$ cat config.mk
export PLATFORM = sky130hd
export DESIGN_NAME = execute_stage_flat
export DESIGN_NICKNAME = d
export VERILOG_FILES = /design/src/pipe_pkg.sv /design/src/isa_pkg.sv /design/src/ex_mem_if.sv /design/src/id_ex_if.sv /design/src/execute_stage.sv /design/src/flat_wrapper.sv
export SDC_FILE = /design/constraint.sdc
export NUM_CORES = 1
export LEC_CHECK = 0
export BUFFER_PORTS_ARGS = -buffer_cell sky130_fd_sc_hd__buf_4
export CAP_MARGIN = 20
export CORE_MARGIN = 2
export CORE_UTILIZATION = 55
export CTS_CLUSTER_SIZE = 25
export DETAILED_ROUTE_END_ITERATION = 6
export PLACE_DENSITY = 0.86
export SYNTH_ARGS = -nofsm -noshare
export SYNTH_HDL_FRONTEND = slang
export SYNTH_SLANG_ARGS = --single-unit
$ cat constraint.sdc
create_clock -name clk -period 12.8 [get_ports clk]
set_input_delay 2.56 -clock clk [delete_from_list [all_inputs] [get_ports clk]]
set_output_delay 2.56 -clock clk [all_outputs]
set_load 0.1 [all_outputs]
$ cat src/pipe_pkg.sv
package pipe_pkg;

    // Two-bit ALU operation select
    typedef enum logic [1:0] {
        ALU_AND = 2'b00,
        ALU_OR  = 2'b01,
        ALU_ADD = 2'b10,
        ALU_SUB = 2'b11
    } alu_op_t;

    // Operand source for the EX stage
    typedef enum logic [1:0] {
        FWD_NONE   = 2'b00,
        FWD_EX_MEM = 2'b01,
        FWD_MEM_WB = 2'b10
    } fwd_sel_t;

    ////////////////////////////////////////////////////////////
    // Per-instruction control carried down the pipe
    ////////////////////////////////////////////////////////////
    typedef struct packed {
        // WB group
        logic    reg_write;
        logic    mem_to_reg;
        // MEM group
        logic    mem_read;
        logic    mem_write;
        // EX group
        logic    alu_src_imm;
        logic    reg_dst_rd;
        alu_op_t alu_op;
    } ctrl_t;

    // All zero is a bubble
    localparam ctrl_t CTRL_BUBBLE = '{
        reg_write:   1'b0,
        mem_to_reg:  1'b0,
        mem_read:    1'b0,
        mem_write:   1'b0,
        alu_src_imm: 1'b0,
        reg_dst_rd:  1'b0,
        alu_op:      ALU_AND
    };

endpackage

$ cat src/isa_pkg.sv
package isa_pkg;

    typedef logic [31:0] word_t;
    typedef logic [4:0]  reg_idx_t;

    localparam int NUM_REGS = 32;

    ////////////////////////////////////////////////////////////
    // Opcodes
    ////////////////////////////////////////////////////////////
    localparam logic [5:0] OP_RTYPE = 6'b000000;
    localparam logic [5:0] OP_LW    = 6'b100011;
    localparam logic [5:0] OP_SW    = 6'b101011;
    localparam logic [5:0] OP_BEQ   = 6'b000100;

    // R-type function codes
    localparam logic [5:0] FN_ADD = 6'b100000;
    localparam logic [5:0] FN_SUB = 6'b100010;
    localparam logic [5:0] FN_AND = 6'b100100;
    localparam logic [5:0] FN_OR  = 6'b100101;

    ////////////////////////////////////////////////////////////
    // Instruction field positions
    ////////////////////////////////////////////////////////////
    localparam int OP_MSB  = 31;
    localparam int OP_LSB  = 26;
    localparam int RS_MSB  = 25;
    localparam int RS_LSB  = 21;
    localparam int RT_MSB  = 20;
    localparam int RT_LSB  = 16;
    localparam int RD_MSB  = 15;
    localparam int RD_LSB  = 11;
    localparam int IMM_MSB = 15;
    localparam int IMM_LSB = 0;
    localparam int FN_MSB  = 5;
    localparam int FN_LSB  = 0;

endpackage
$ cat src/ex_mem_if.sv
`timescale 1ns/1ps

interface ex_mem_if;

    pipe_pkg::ctrl_t   ctrl;
    isa_pkg::word_t    alu_result;
    isa_pkg::word_t    store_data;
    isa_pkg::reg_idx_t dest;

    modport execute (output ctrl, alu_result, store_data, dest);

    modport memory (input ctrl, alu_result, store_data, dest);

    modport hazard (input ctrl, dest);

endinterface

$ cat src/id_ex_if.sv
`timescale 1ns/1ps

interface id_ex_if;

    pipe_pkg::ctrl_t   ctrl;
    isa_pkg::reg_idx_t rs;
    isa_pkg::reg_idx_t rt;
    // rd field; execute picks rd or rt
    isa_pkg::reg_idx_t dest;
    isa_pkg::word_t    rs_data;
    isa_pkg::word_t    rt_data;
    isa_pkg::word_t    imm;

    modport decode (output ctrl, rs, rt, dest, rs_data, rt_data, imm);

    modport execute (input ctrl, rs, rt, dest, rs_data, rt_data, imm);

    modport hazard (input ctrl, rs, rt);

endinterface

$ cat src/execute_stage.sv
`timescale 1ns/1ps

module execute_stage (
    input  logic               clk,
    input  logic               rst_n,
    id_ex_if.execute           id_ex,
    input  pipe_pkg::fwd_sel_t fwd_a,
    input  pipe_pkg::fwd_sel_t fwd_b,
    input  isa_pkg::word_t     wb_data,
    ex_mem_if.execute          ex_mem
);

    isa_pkg::word_t    opnd_a;
    isa_pkg::word_t    rt_fwd;
    isa_pkg::word_t    opnd_b;
    isa_pkg::word_t    alu_out;
    isa_pkg::reg_idx_t dest;

    ////////////////////////////////////////////////////////////
    // Operand muxes
    ////////////////////////////////////////////////////////////
    always_comb begin
        case (fwd_a)
            pipe_pkg::FWD_EX_MEM: opnd_a = ex_mem.alu_result;
            pipe_pkg::FWD_MEM_WB: opnd_a = wb_data;
            default:              opnd_a = id_ex.rs_data;
        endcase
        case (fwd_b)
            pipe_pkg::FWD_EX_MEM: rt_fwd = ex_mem.alu_result;
            pipe_pkg::FWD_MEM_WB: rt_fwd = wb_data;
            default:              rt_fwd = id_ex.rt_data;
        endcase
    end

    assign opnd_b = id_ex.ctrl.alu_src_imm ? id_ex.imm : rt_fwd;
    assign dest   = id_ex.ctrl.reg_dst_rd ? id_ex.dest : id_ex.rt;

    always_comb begin
        case (id_ex.ctrl.alu_op)
            pipe_pkg::ALU_AND: alu_out = opnd_a & opnd_b;
            pipe_pkg::ALU_OR:  alu_out = opnd_a | opnd_b;
            pipe_pkg::ALU_ADD: alu_out = opnd_a + opnd_b;
            default:           alu_out = opnd_a - opnd_b;
        endcase
    end

    // EX/MEM register
    always_ff @(posedge clk or negedge rst_n) begin
        if (!rst_n) begin
            ex_mem.ctrl       <= pipe_pkg::CTRL_BUBBLE;
            ex_mem.alu_result <= '0;
            ex_mem.store_data <= '0;
            ex_mem.dest       <= '0;
        end else begin
            ex_mem.ctrl       <= id_ex.ctrl;
            ex_mem.alu_result <= alu_out;
            ex_mem.store_data <= rt_fwd;
            ex_mem.dest       <= dest;
        end
    end

endmodule

$ cat src/flat_wrapper.sv
// flat-port wrapper written by rule: the top's interface ports become plain ports
module execute_stage_flat 
  (clk, rst_n, fwd_a, fwd_b, wb_data, id_ex_ctrl, id_ex_rs, id_ex_rt, id_ex_dest, id_ex_rs_data, id_ex_rt_data, id_ex_imm, ex_mem_ctrl, ex_mem_alu_result, ex_mem_store_data, ex_mem_dest);
  id_ex_if id_ex_i ();
  ex_mem_if ex_mem_i ();
  input  logic clk;
  input  logic rst_n;
  input  pipe_pkg::fwd_sel_t fwd_a;
  input  pipe_pkg::fwd_sel_t fwd_b;
  input  isa_pkg::word_t wb_data;
  input wire logic [$bits(id_ex_i.ctrl)-1:0] id_ex_ctrl;
  input wire logic [$bits(id_ex_i.rs)-1:0] id_ex_rs;
  input wire logic [$bits(id_ex_i.rt)-1:0] id_ex_rt;
  input wire logic [$bits(id_ex_i.dest)-1:0] id_ex_dest;
  input wire logic [$bits(id_ex_i.rs_data)-1:0] id_ex_rs_data;
  input wire logic [$bits(id_ex_i.rt_data)-1:0] id_ex_rt_data;
  input wire logic [$bits(id_ex_i.imm)-1:0] id_ex_imm;
  output wire logic [$bits(ex_mem_i.ctrl)-1:0] ex_mem_ctrl;
  output wire logic [$bits(ex_mem_i.alu_result)-1:0] ex_mem_alu_result;
  output wire logic [$bits(ex_mem_i.store_data)-1:0] ex_mem_store_data;
  output wire logic [$bits(ex_mem_i.dest)-1:0] ex_mem_dest;
  assign id_ex_i.ctrl = id_ex_ctrl;
  assign id_ex_i.rs = id_ex_rs;
  assign id_ex_i.rt = id_ex_rt;
  assign id_ex_i.dest = id_ex_dest;
  assign id_ex_i.rs_data = id_ex_rs_data;
  assign id_ex_i.rt_data = id_ex_rt_data;
  assign id_ex_i.imm = id_ex_imm;
  assign ex_mem_ctrl = ex_mem_i.ctrl;
  assign ex_mem_alu_result = ex_mem_i.alu_result;
  assign ex_mem_store_data = ex_mem_i.store_data;
  assign ex_mem_dest = ex_mem_i.dest;
  execute_stage u_core (.clk(clk), .rst_n(rst_n), .id_ex(id_ex_i), .fwd_a(fwd_a), .fwd_b(fwd_b), .wb_data(wb_data), .ex_mem(ex_mem_i));
endmodule
==> results of run 1 <==
stage by stage:
stage	total power (W)	hold WS [ns]	setup slack, ns	instances	util
5_1_grt	0.00163	0.685	4.54	1247	0.739
3_5_place_dp	0.00125	0.631	4.81	1231	0.710
6_report	0.00157	0.664	4.89	1247	0.739
3_3_place_gp	0.00124	0.630	4.91	1231	0.710
2_1_floorplan	0.00101	1.13	6.06	876	-
4_1_cts	0.00155	0.648	5.05	1247	0.739
flip-flops by register name (all words and copies together) (netlist names):
signal                    flops
u_core.ex_mem.store_data     32
u_core.ex_mem.alu_result     32
u_core.ex_mem.dest            5
u_core.ex_mem.ctrl            8
metal layers:
| layer | part of all wire | routed length, um |
|---|---|---|
| met5 | 0 | 0 |
| met4 | 0.023 | 581 |
| met3 | 0.12 | 3230 |
| met2 | 0.44 | 11400 |
| met1 | 0.41 | 10600 |
power breakdown:
part           leakage [nW]  switching [W]  total [W]  internal, W
logic                  3.05       0.000672   0.000931     0.000259
clock network         0.170       0.000108   0.000304     0.000197
registers             0.927      0.0000430   0.000335     0.000292
total                  4.15       0.000823    0.00157     0.000747
tightest hold or removal path: stages (launching register included):
cell	delay [ns]
dfrtp_1	0.44
a221oi_2	0.09
nor2_1	0.10
cell type report:
| cell class | count | share of cell area |
|---|---|---|
| multi-input cells | 719 | 0.512 |
| flip-flops and latches | 77 | 0.215 |
| repair buffers | 234 | 0.196 |
| clock buffers | 11 | 0.0271 |
| well taps | 168 | 0.0235 |
| inverters | 33 | 0.0138 |
| clock inverters | 5 | 0.0120 |
cell usage in the layout (no fill, tap or decap), types with 5 or more instances in the layout:
master / n
nor2_1: 61
nand3_1: 11
a211oi_1: 5
nand2b_1: 6
o21ai_0: 97
inv_1: 32
or3_1: 11
ha_1: 36
maj3_1: 23
a31oi_1: 8
xnor2_1: 34
buf_4: 234
o21bai_1: 6
o31ai_1: 13
o21a_1: 6
nor3_1: 14
xor2_1: 18
mux2_2: 16
dfrtp_1: 77
a21oi_1: 57
a21o_1: 11
mux2i_1: 6
nand2_1: 144
nand4_1: 5
nor2b_1: 11
a22oi_1: 56
clkbuf_16: 9
logic make-up (layout without fill, tap and decap cells):
| group | count (synthesis) | after routing | synth area share |
|---|---|---|---|
| AO/OA/AOI/OAI | 295 | 295 | 0.272 |
| buffers and inverters | 80 | 283 | 0.0507 |
| XOR/XNOR | 52 | 52 | 0.0664 |
| flip-flops | 77 | 77 | 0.281 |
| adder cells (fa/ha/maj) | 61 | 61 | 0.104 |
| multiplexers | 22 | 22 | 0.0350 |
| AND/OR/NAND/NOR | 289 | 289 | 0.191 |
worst min path at each step:
stage	start	slack [ns]	end
floorplan	u_core.ex_mem.alu_result[20]	1.13	u_core.ex_mem.store_data[20]
global placement	u_core.ex_mem.alu_result[16]	0.63	u_core.ex_mem.store_data[16]
detailed placement	u_core.ex_mem.alu_result[0]	0.63	u_core.ex_mem.store_data[0]
CTS	u_core.ex_mem.alu_result[0]	0.65	u_core.ex_mem.store_data[0]
global route	u_core.ex_mem.alu_result[5]	0.69	u_core.ex_mem.store_data[5]
finish	u_core.ex_mem.alu_result[0]	0.66	u_core.ex_mem.store_data[0]
==> metrics.txt, run 1 <==
Die ar. 13400 um2; met1 Usage GRT 0.514; RR Endpoint u_core.ex_mem.alu_result[29]; part of the cycle the worst path needs 0.618; prevailing post-synth register cell dfrtp_1; Syn. warnings 0; crit end category flip-flop; largest net degree at the start of global routing 78; post-synth cell types 64; failing checks design-rule violations; most common cell in the synthesized netlist nand2_1; Die W 116 um; CTS resizes 0; Core Box Area 12100 um2; # rows 40; Slowest Stage Delay on Critical Path 0.67 ns; Worst R2R Path Depth 18; GRT met2 Usage 0.571; Syn Inst Count 876; Initial Util 0.566; Worst path slowest cell o31ai_1; IO buf count 228; Layout Nets 1269; CP Cell Sequence buf_4 -> ha_2 -> buf_4 -> o21ai_0 -> o31ai_1 -> nand4_1 -> nor3_1 -> a31oi_1 -> a21oi_1 -> xnor2_1 -> ha_1 -> and3_1 -> a31oi_1 -> o21ai_0 -> a2111oi_0 -> or3_1 -> nand2_1 -> o21ai_0 -> xor2_1 -> a21oi_1; gr ovfl total 0; crit path time final 7.91 ns; Avg WL per Cell 20.7 um; clock latency on the worst-skew pair 0.35 ns; worst vdd ir 0.0717 mV; final number of hold-violating endpoints 0; DR iter-0 viols 1115; Power Dens Cells 175 nW/um2; Crit path top cell by count o21ai_0; synth cell count leaders nand2_1 (144), o21ai_0 (97), dfrtp_1 (77); setup bufs post-CTS 0; Fmax 126 MHz; Final Setup Violations 0; Leak 4.15 nW; type of the worst min-delay path flip-flop to flip-flop; clock root buffer clkbuf_16; maximum clock path buffer count 2; Area growth syn-to-layout 30.6%; register area 1930 um2; # Max-Cap Violations 0; Initial DRT Pass Iterations 7; crit path max fanout 67; syn nets 1071; initial antenna violation count 0; Avg Cell Area, Syn 7.83 um2; register bit total from synthesis 77; Synth async-reset ratio 1.00; vias in the first global route 6967; crit path launch type input port; Worst Path Class, Setup input port to flip-flop; Mapped Area 6860 um2; CP Capture Point u_core.ex_mem.alu_result[29]; hold buffers post-CTS 0; Slew @ Worst Pin 1.08 ns; via count 7733; RSZ-0062 raised after global routing no; routed vias/inst 6.20; antenna-violating nets left 0; Max H-tree Level 3; worst r2r src u_core.ex_mem.alu_result[7]; leading area contributor after synthesis dfrtp_1; Tot GR Track Use 0.376; status finished with violations; fraction of layout cells with a size suffix above 1 0.259; Levels on crit path 20; RePlAce Congestion 1.01; placed cell areas 8600 um2; global routing usage on met3 0.127; worst path bufs/invs 2; Most Crowded Layer GR met2; family with the most delay on the worst path compound AO/OA/AOI/OAI gates; # DRC 1; EDFF count, synth 0; multi-input logic area 4580 um2; Die Ht 116 um; Layout fillers 975; final wirelength 25.8 mm; CP arrival 8.11 ns; # diodes 0; clock skew 0.00422 ns; IO Count 234; synth top area cells dfrtp_1 (28%), nand2_1 (7.9%), o21ai_0 (7.1%); final instance area 8950 um2; hpwl dp 20.0 mm; Pins Over Slew Limit 0; r2r setup slk 7.54 ns; post-synthesis sequential area ratio 0.281; first-pass GRT wire length 38.1 mm; Reg clk slew, reported paths 0.06 ns; Worst EP required 13.00 ns; Worst slew margin 0.273; hold depth 2; CTS tree built; clock net sink count 77; worst setup path startpoint fwd_b[1]; CTS buffer count 9; sum of negative setup slack 0 ns; post-synth top area share 0.281
Power figures use the tool's default switching activity.
==> inputs of run 2 (changes only) <==
- CORE_UTILIZATION: 55 -> 52
- PLACE_DENSITY: 0.86 -> 0.82
- clock period: 12.8 -> 7.85 ns (I/O delays scaled with it)
==> run 2 against run 1 <==
  * The flow now finishes without violations
  * Critical path depth increased by 1
  * Clock skew increased by 0.00082 ns
  * Register-to-register slack got worse by 4.9 ns
  * Clock power increased by 60%
  * Routed wire length decreased by 4.1%
  * Highest routed layer unchanged
  * Sequential share of layout area decreased by 0.066 points
  * Sequential power increased by 64%
  * Via count decreased by 0.98%
  * Critical path type unchanged
  * Hold slack improved by 0.0078 ns
  * Final area increased by 0.31%
  * Largest cell class unchanged
  * First-iteration DRC count decreased by 11%
  * Clock-buffer cell count decreased by 2
==> metrics.txt, run 2 (synthesized netlist as in run 1, its figures left out) <==
P_sw 0.00134 W (+62%); Core Box Area 12700 um2 (+5.0%); clock latency on the worst-skew pair 0.35 ns (about the same); # DRC 0 (-1); # diodes 0 (unchanged); final wirelength 24.8 mm (-4.1%); initial antenna violation count 0 (unchanged); gr ovfl total 0 (unchanged); most frequent cells in the layout buf_4 (235), nand2_1 (144), o21ai_0 (97); clock root buffer clkbuf_16; Area growth syn-to-layout 31.0%; largest net degree at the start of global routing 78 (unchanged); Slowest Stage Delay on Critical Path 0.71 ns (+0.04 ns); part of the cycle the worst path needs 0.853; RSZ-0062 raised after global routing no; combinational fraction of design power 0.594 (about the same); Fmax 149 MHz; Layout Nets 1271 (+0.16%); Initial Util 0.539 (-0.0272); Worst EP required 8.06 ns (-4.94 ns); IO buf count 228 (unchanged); Seq pwr share 0.216 (+0.003); crit path max fanout 41 (-39%); Worst R2R Path Depth 20 (+2); hold depth 2 (unchanged); setup bufs post-CTS 0 (unchanged); Worst Path Class, Setup input port to flip-flop; Leak 4.16 nW (+0.31%); Clock power frac 0.190 (-0.004); RR Endpoint u_core.ex_mem.alu_result[31]; Pins Over Slew Limit 0 (unchanged); DR iter-0 viols 987 (-11%); clock skew 0.00504 ns (+0.000821 ns); IO Count 234 (unchanged); final number of hold-violating endpoints 0 (unchanged); Avg WL per Cell 19.8 um (-4.5%); antenna-violating nets left 0 (unchanged); commonest non-fill, non-tap cell in the layout buf_4; status completed; Die ar. 14100 um2 (+5.6%); Worst slew margin 0.314 (+0.0404); Tot GR Track Use 0.345 (-0.0313); worst path bufs/invs 2 (unchanged); # Max-Cap Violations 0 (unchanged); Hold Path Sink u_core.ex_mem.store_data[16]; crit path launch type input port; hpwl dp 19.3 mm (-3.2%); Die W 119 um (+2.7%); Power Dens Cells 284 nW/um2 (+62%); type of the worst min-delay path flip-flop to flip-flop; via count 7657 (-0.98%); routed vias/inst 6.12 (-1.4%); top flop regs u_core.ex_mem.alu_result x32, u_core.ex_mem.store_data x32, u_core.ex_mem.ctrl x8; Initial DRT Pass Iterations 6 (-1); CTS tree built; CP Cell Sequence buf_4 -> ha_2 -> buf_4 -> nor2b_1 -> o22ai_1 -> o31ai_1 -> nor4b_1 -> nand2_1 -> or2_4 -> o21ai_1 -> xnor2_1 -> ha_1 -> and3_1 -> a31oi_1 -> o21ai_0 -> a2111oi_0 -> or3_1 -> nand2_1 -> o21ai_0 -> xor2_1 -> a21oi_1; hold buffers post-CTS 0 (unchanged); switching share of power 0.525 (+0.000821); worst r2r src u_core.ex_mem.alu_result[0]; maximum clock path buffer count 2 (unchanged); vias in the first global route 6816 (-2.2%); Final Setup Violations 0 (unchanged); clock net sink count 77 (unchanged); r2r setup slk 2.65 ns (-4.89 ns); crit end category flip-flop; Setup WS pre-CTS 1.01 ns (-3.79 ns); worst vdd ir 0.140 mV (+95%); family with the most delay on the worst path simple AND/OR/NAND/NOR gates; CTS buffer count 9 (unchanged); fraction of layout cells with a size suffix above 1 0.261 (+0.00161); CTS resizes 0 (unchanged); first-pass GRT wire length 38.1 mm (about the same); Setup WS post-layout 1.15 ns (-3.74 ns); sum of negative setup slack 0 ns (unchanged); CP arrival 6.91 ns (-1.20 ns); Hold Crit Start u_core.ex_mem.alu_result[16]; RePlAce Congestion 0.980 (-3.3%); Max H-tree Level 3 (unchanged); Reg clk slew, reported paths 0.06 ns (about the same); Die Ht 119 um (+2.7%); Internal Power 0.00121 W (+62%); # rows 41 (+2.5%); crit path time final 6.70 ns; Worst path slowest cell nor4b_1; Slew @ Worst Pin 1.03 ns (-0.0492 ns)
[run 2: cell count changes in the layout (fill, tap and decap cells not counted)]
cell      delta
clkbuf_1     -1
buf_4        +1
clkinv_2     +1
buf_16       +1
clkbuf_8     -1
[run 2: how the worst max path moves through the flow]
stage	slack [ns]	depth (start not counted)	from	to
5_1_grt	0.76	22	fwd_b[0]	u_core.ex_mem.alu_result[29]
3_3_place_gp	1.11	21	fwd_b[1]	u_core.ex_mem.alu_result[29]
3_5_place_dp	1.01	21	fwd_b[1]	u_core.ex_mem.alu_result[29]
4_1_cts	1.34	21	fwd_b[1]	u_core.ex_mem.alu_result[29]
2_1_floorplan	2.10	20	fwd_b[0]	u_core.ex_mem.alu_result[29]
6_report	1.15	21	fwd_b[1]	u_core.ex_mem.alu_result[29]
[run 2: layer usage]
metal	global-route usage	routed length, um	vias up
met5	0	0	-
met4	0.116	715	0
met1	0.496	10600	3569
met2	0.510	10800	487
met3	0.0771	2690	57
li1	-	-	3544
[run 2: area by class of cell]
cell class                      count  area, um2
Tap cell                          172        215
Timing Repair Buffer              236       1790
Clock inverter                      6        113
Sequential cell                    77       1930
Multi-Input combinational cell    719       4580
Clock buffer                        9        225
Fill cell                        1040       3740
Inverter                           33        124
[run 2: worst register-to-register path: stages (launching register included)]
cell      delay (ns)
dfrtp_1         0.43
a221oi_2        0.27
nor3_1          0.12
nor2_1          0.29
ha_1            0.28
o21ai_1         0.23
nor2_1          0.16
nand3_1         0.09
or3_1           0.44
o31ai_1         0.39
xnor2_1         0.12
ha_1            0.45
and4_1          0.35
inv_1           0.06
a21oi_1         0.18
o31a_1          0.19
nand2_1         0.08
o31ai_1         0.49
nand2_1         0.11
a31oi_1         0.19
o221ai_1        0.14
[run 2: stage by stage]
step	utilization	hold slack, ns	total power [W]	std cells	cell area [um2]
floorplan	-	1.13	0.00165	876	6860
global placement	0.677	0.633	0.00202	1236	8610
detailed placement	0.677	0.641	0.00203	1236	8610
CTS	0.704	0.652	0.00252	1251	8950
global route	0.706	0.712	0.00265	1252	8980
finish	0.706	0.671	0.00255	1252	8980
[run 2: power by group through the flow]
stage	Combinational, W	Sequential [W]	Clock, W
after floorplan	0.000545	0.00111	0
after global placement	0.00147	0.000547	0
after detailed placement	0.00148	0.000550	0
after CTS	0.00149	0.000542	0.000484
after global routing	0.00160	0.000553	0.000502
final	0.00151	0.000549	0.000485
==> inputs of run 3 (changes only) <==
- CORE_UTILIZATION: 52 -> 53
- CTS_BUF_LIST: unset -> sky130_fd_sc_hd__clkbuf_4
- PLACE_DENSITY: 0.82 -> 0.84
==> run 3 against run 2 <==
  * Clock power fell by 47%
  * Hold slack worse by 0.011 ns
  * Global-route usage rose by 0.61 points
  * Clock skew is 0.0071 ns higher
  * Critical path type unchanged
==> metrics.txt, run 3 (synthesized netlist as in run 1, its figures left out) <==
crit path launch type input port; # Max-Cap Violations 0 (unchanged); crit path time final 6.71 ns (+0.00874 ns); Worst EP required 8.17 ns (+0.11 ns); gr ovfl total 0 (unchanged); Leak 4.06 nW (-2.4%); final number of hold-violating endpoints 0 (unchanged); CTS buffer count 9 (unchanged); clock net sink count 77 (unchanged); Fmax 149 MHz (-0.13%); hold buffers post-CTS 0 (unchanged); Setup WS post-layout 1.14 ns (-0.00874 ns); # rows 41 (unchanged); CTS tree built; # DRC 0 (unchanged); hpwl dp 20.1 mm (+4.0%); most frequent cells in the layout buf_4 (236), nand2_1 (144), o21ai_0 (97); total power 0.00231 W (-9.2%); Die W 118 um (-0.92%); worst vdd ir 0.145 mV (+3.2%); Slew @ Worst Pin 1.00 ns (-0.0269 ns); clock root buffer clkbuf_4; setup bufs post-CTS 0 (unchanged); part of the cycle the worst path needs 0.854 (+0.00111); RePlAce Congestion 0.980 (unchanged); vias in the first global route 6833 (+0.25%); via count 7635 (-0.29%); Initial DRT Pass Iterations 6 (unchanged); RSZ-0062 raised after global routing no; Avg WL per Cell 20.0 um (+1.2%); Area growth syn-to-layout 27.8%; antenna-violating nets left 0 (unchanged); DR iter-0 viols 1158 (+17%); initial antenna violation count 1 (+1); crit end category flip-flop; first-pass GRT wire length 38.1 mm (about the same); Power Dens Cells 264 nW/um2 (-7.0%); Setup WS pre-CTS 0.856 ns (-0.154 ns); clock latency on the worst-skew pair 0.44 ns (+0.09 ns); Core Box Area 12600 um2 (-0.81%); crit path max fanout 31 (-24%); Layout Nets 1271 (unchanged); CTS resizes 0 (unchanged); clock skew 0.0122 ns (+0.00714 ns); final wirelength 25.1 mm (+1.3%); Die Ht 118 um (-0.92%); IO Count 234 (unchanged); Die ar. 13900 um2 (-1.8%); type of the worst min-delay path flip-flop to flip-flop; sum of negative setup slack 0 ns (unchanged); Pins Over Slew Limit 0 (unchanged); Initial Util 0.543 (+0.00438); Worst Path Class, Setup input port to flip-flop; status completed; fraction of layout cells with a size suffix above 1 0.262 (+0.000684); Max H-tree Level 3 (unchanged); largest net degree at the start of global routing 78 (unchanged); Tot GR Track Use 0.351 (+0.00609); IO buf count 228 (unchanged); maximum clock path buffer count 2 (unchanged); routed vias/inst 6.09 (-0.45%); commonest non-fill, non-tap cell in the layout buf_4; Reg clk slew, reported paths 0.14 ns (+0.08 ns); Final Setup Violations 0 (unchanged); hold slack 0.660 ns (-0.0113 ns); CP arrival 7.03 ns (+0.12 ns); Worst slew margin 0.332 (+0.0179); top flop regs u_core.ex_mem.alu_result x32, u_core.ex_mem.store_data x32, u_core.ex_mem.ctrl x8
==> run 3: cell types whose count changed in the layout (fill, tap and decap cells not counted) <==
| cell | change |
|---|---|
| buf_16 | -1 |
| buf_4 | +1 |
| bufinv_16 | -2 |
| clkbuf_16 | -9 |
| clkbuf_4 | +9 |
| clkinv_2 | +1 |
| clkinv_4 | -2 |
| clkinvlp_4 | +2 |
| diode_2 | +1 |
| inv_6 | +2 |
==> run 3: where the power goes <==
| part | internal (W) | leakage (nW) | switching, W | total (W) |
|---|---|---|---|---|
| sequential | 0.000474 | 0.927 | 0.0000720 | 0.000546 |
| combinational | 0.000424 | 3.06 | 0.00109 | 0.00151 |
| clock | 0.0000980 | 0.0727 | 0.000157 | 0.000255 |
==> run 3: critical path, stage by stage <==
cell and delay (ns):
buf_4 0.11, ha_2 0.64, buf_4 0.32, and2b_1 0.17, nor3_1 0.07, nor2_1 0.27
ha_1 0.26, o21ai_1 0.18, nor2_1 0.16, nand3_1 0.10, or3_1 0.44, o31ai_1 0.40
xnor2_1 0.12, ha_1 0.44, and4_1 0.33, inv_1 0.06, a21oi_1 0.16, o31a_1 0.19
nand2_1 0.07, o31ai_1 0.51, nand2_1 0.11, a31oi_1 0.19, o221ai_1 0.13
==> run 3: final cells by class <==
class,count,area [um2]
Multi-Input combinational cell,719,4580
Inverter,33,124
Clock inverter,7,72.6
Timing Repair Buffer,236,1770
Tap cell,172,215
Fill cell,1123,3850
Clock buffer,9,67.6
Antenna cell,1,2.50
Sequential cell,77,1930
==> run 3: layer usage <==
layer,up-vias,track usage,wire [um]
met4,0,0.0949,653
met1,3525,0.503,10600
met3,55,0.0799,2850
met2,503,0.532,11000
li1,3552,-,-
met5,-,0,0
==> run 3: path summary, 6_finish.rpt <==
| check | startpoint | endpoint | slack, ns | cells past startpoint |
|---|---|---|---|---|
| max | fwd_b[1] | u_core.ex_mem.alu_result[31] | 1.14 | 23 |
| min reg2reg | u_core.ex_mem.alu_result[19] | u_core.ex_mem.store_data[19] | 0.66 | 2 |
| min | u_core.ex_mem.alu_result[19] | u_core.ex_mem.store_data[19] | 0.66 | 2 |
| max in group asynchronous | rst_n | u_core.ex_mem.alu_result[27] | 5.94 | 1 |
| min in group asynchronous | rst_n | u_core.ex_mem.store_data[8] | 1.28 | 1 |
| max reg2reg | u_core.ex_mem.alu_result[0] | u_core.ex_mem.alu_result[31] | 2.75 | 20 |
==> run 3: through the flow <==
step	util	area (um2)	cells
2_1_floorplan	-	6860	876
3_3_place_gp	0.683	8620	1237
3_5_place_dp	0.683	8620	1237
4_1_cts	0.694	8760	1253
5_1_grt	0.695	8760	1254
6_report	0.695	8760	1254
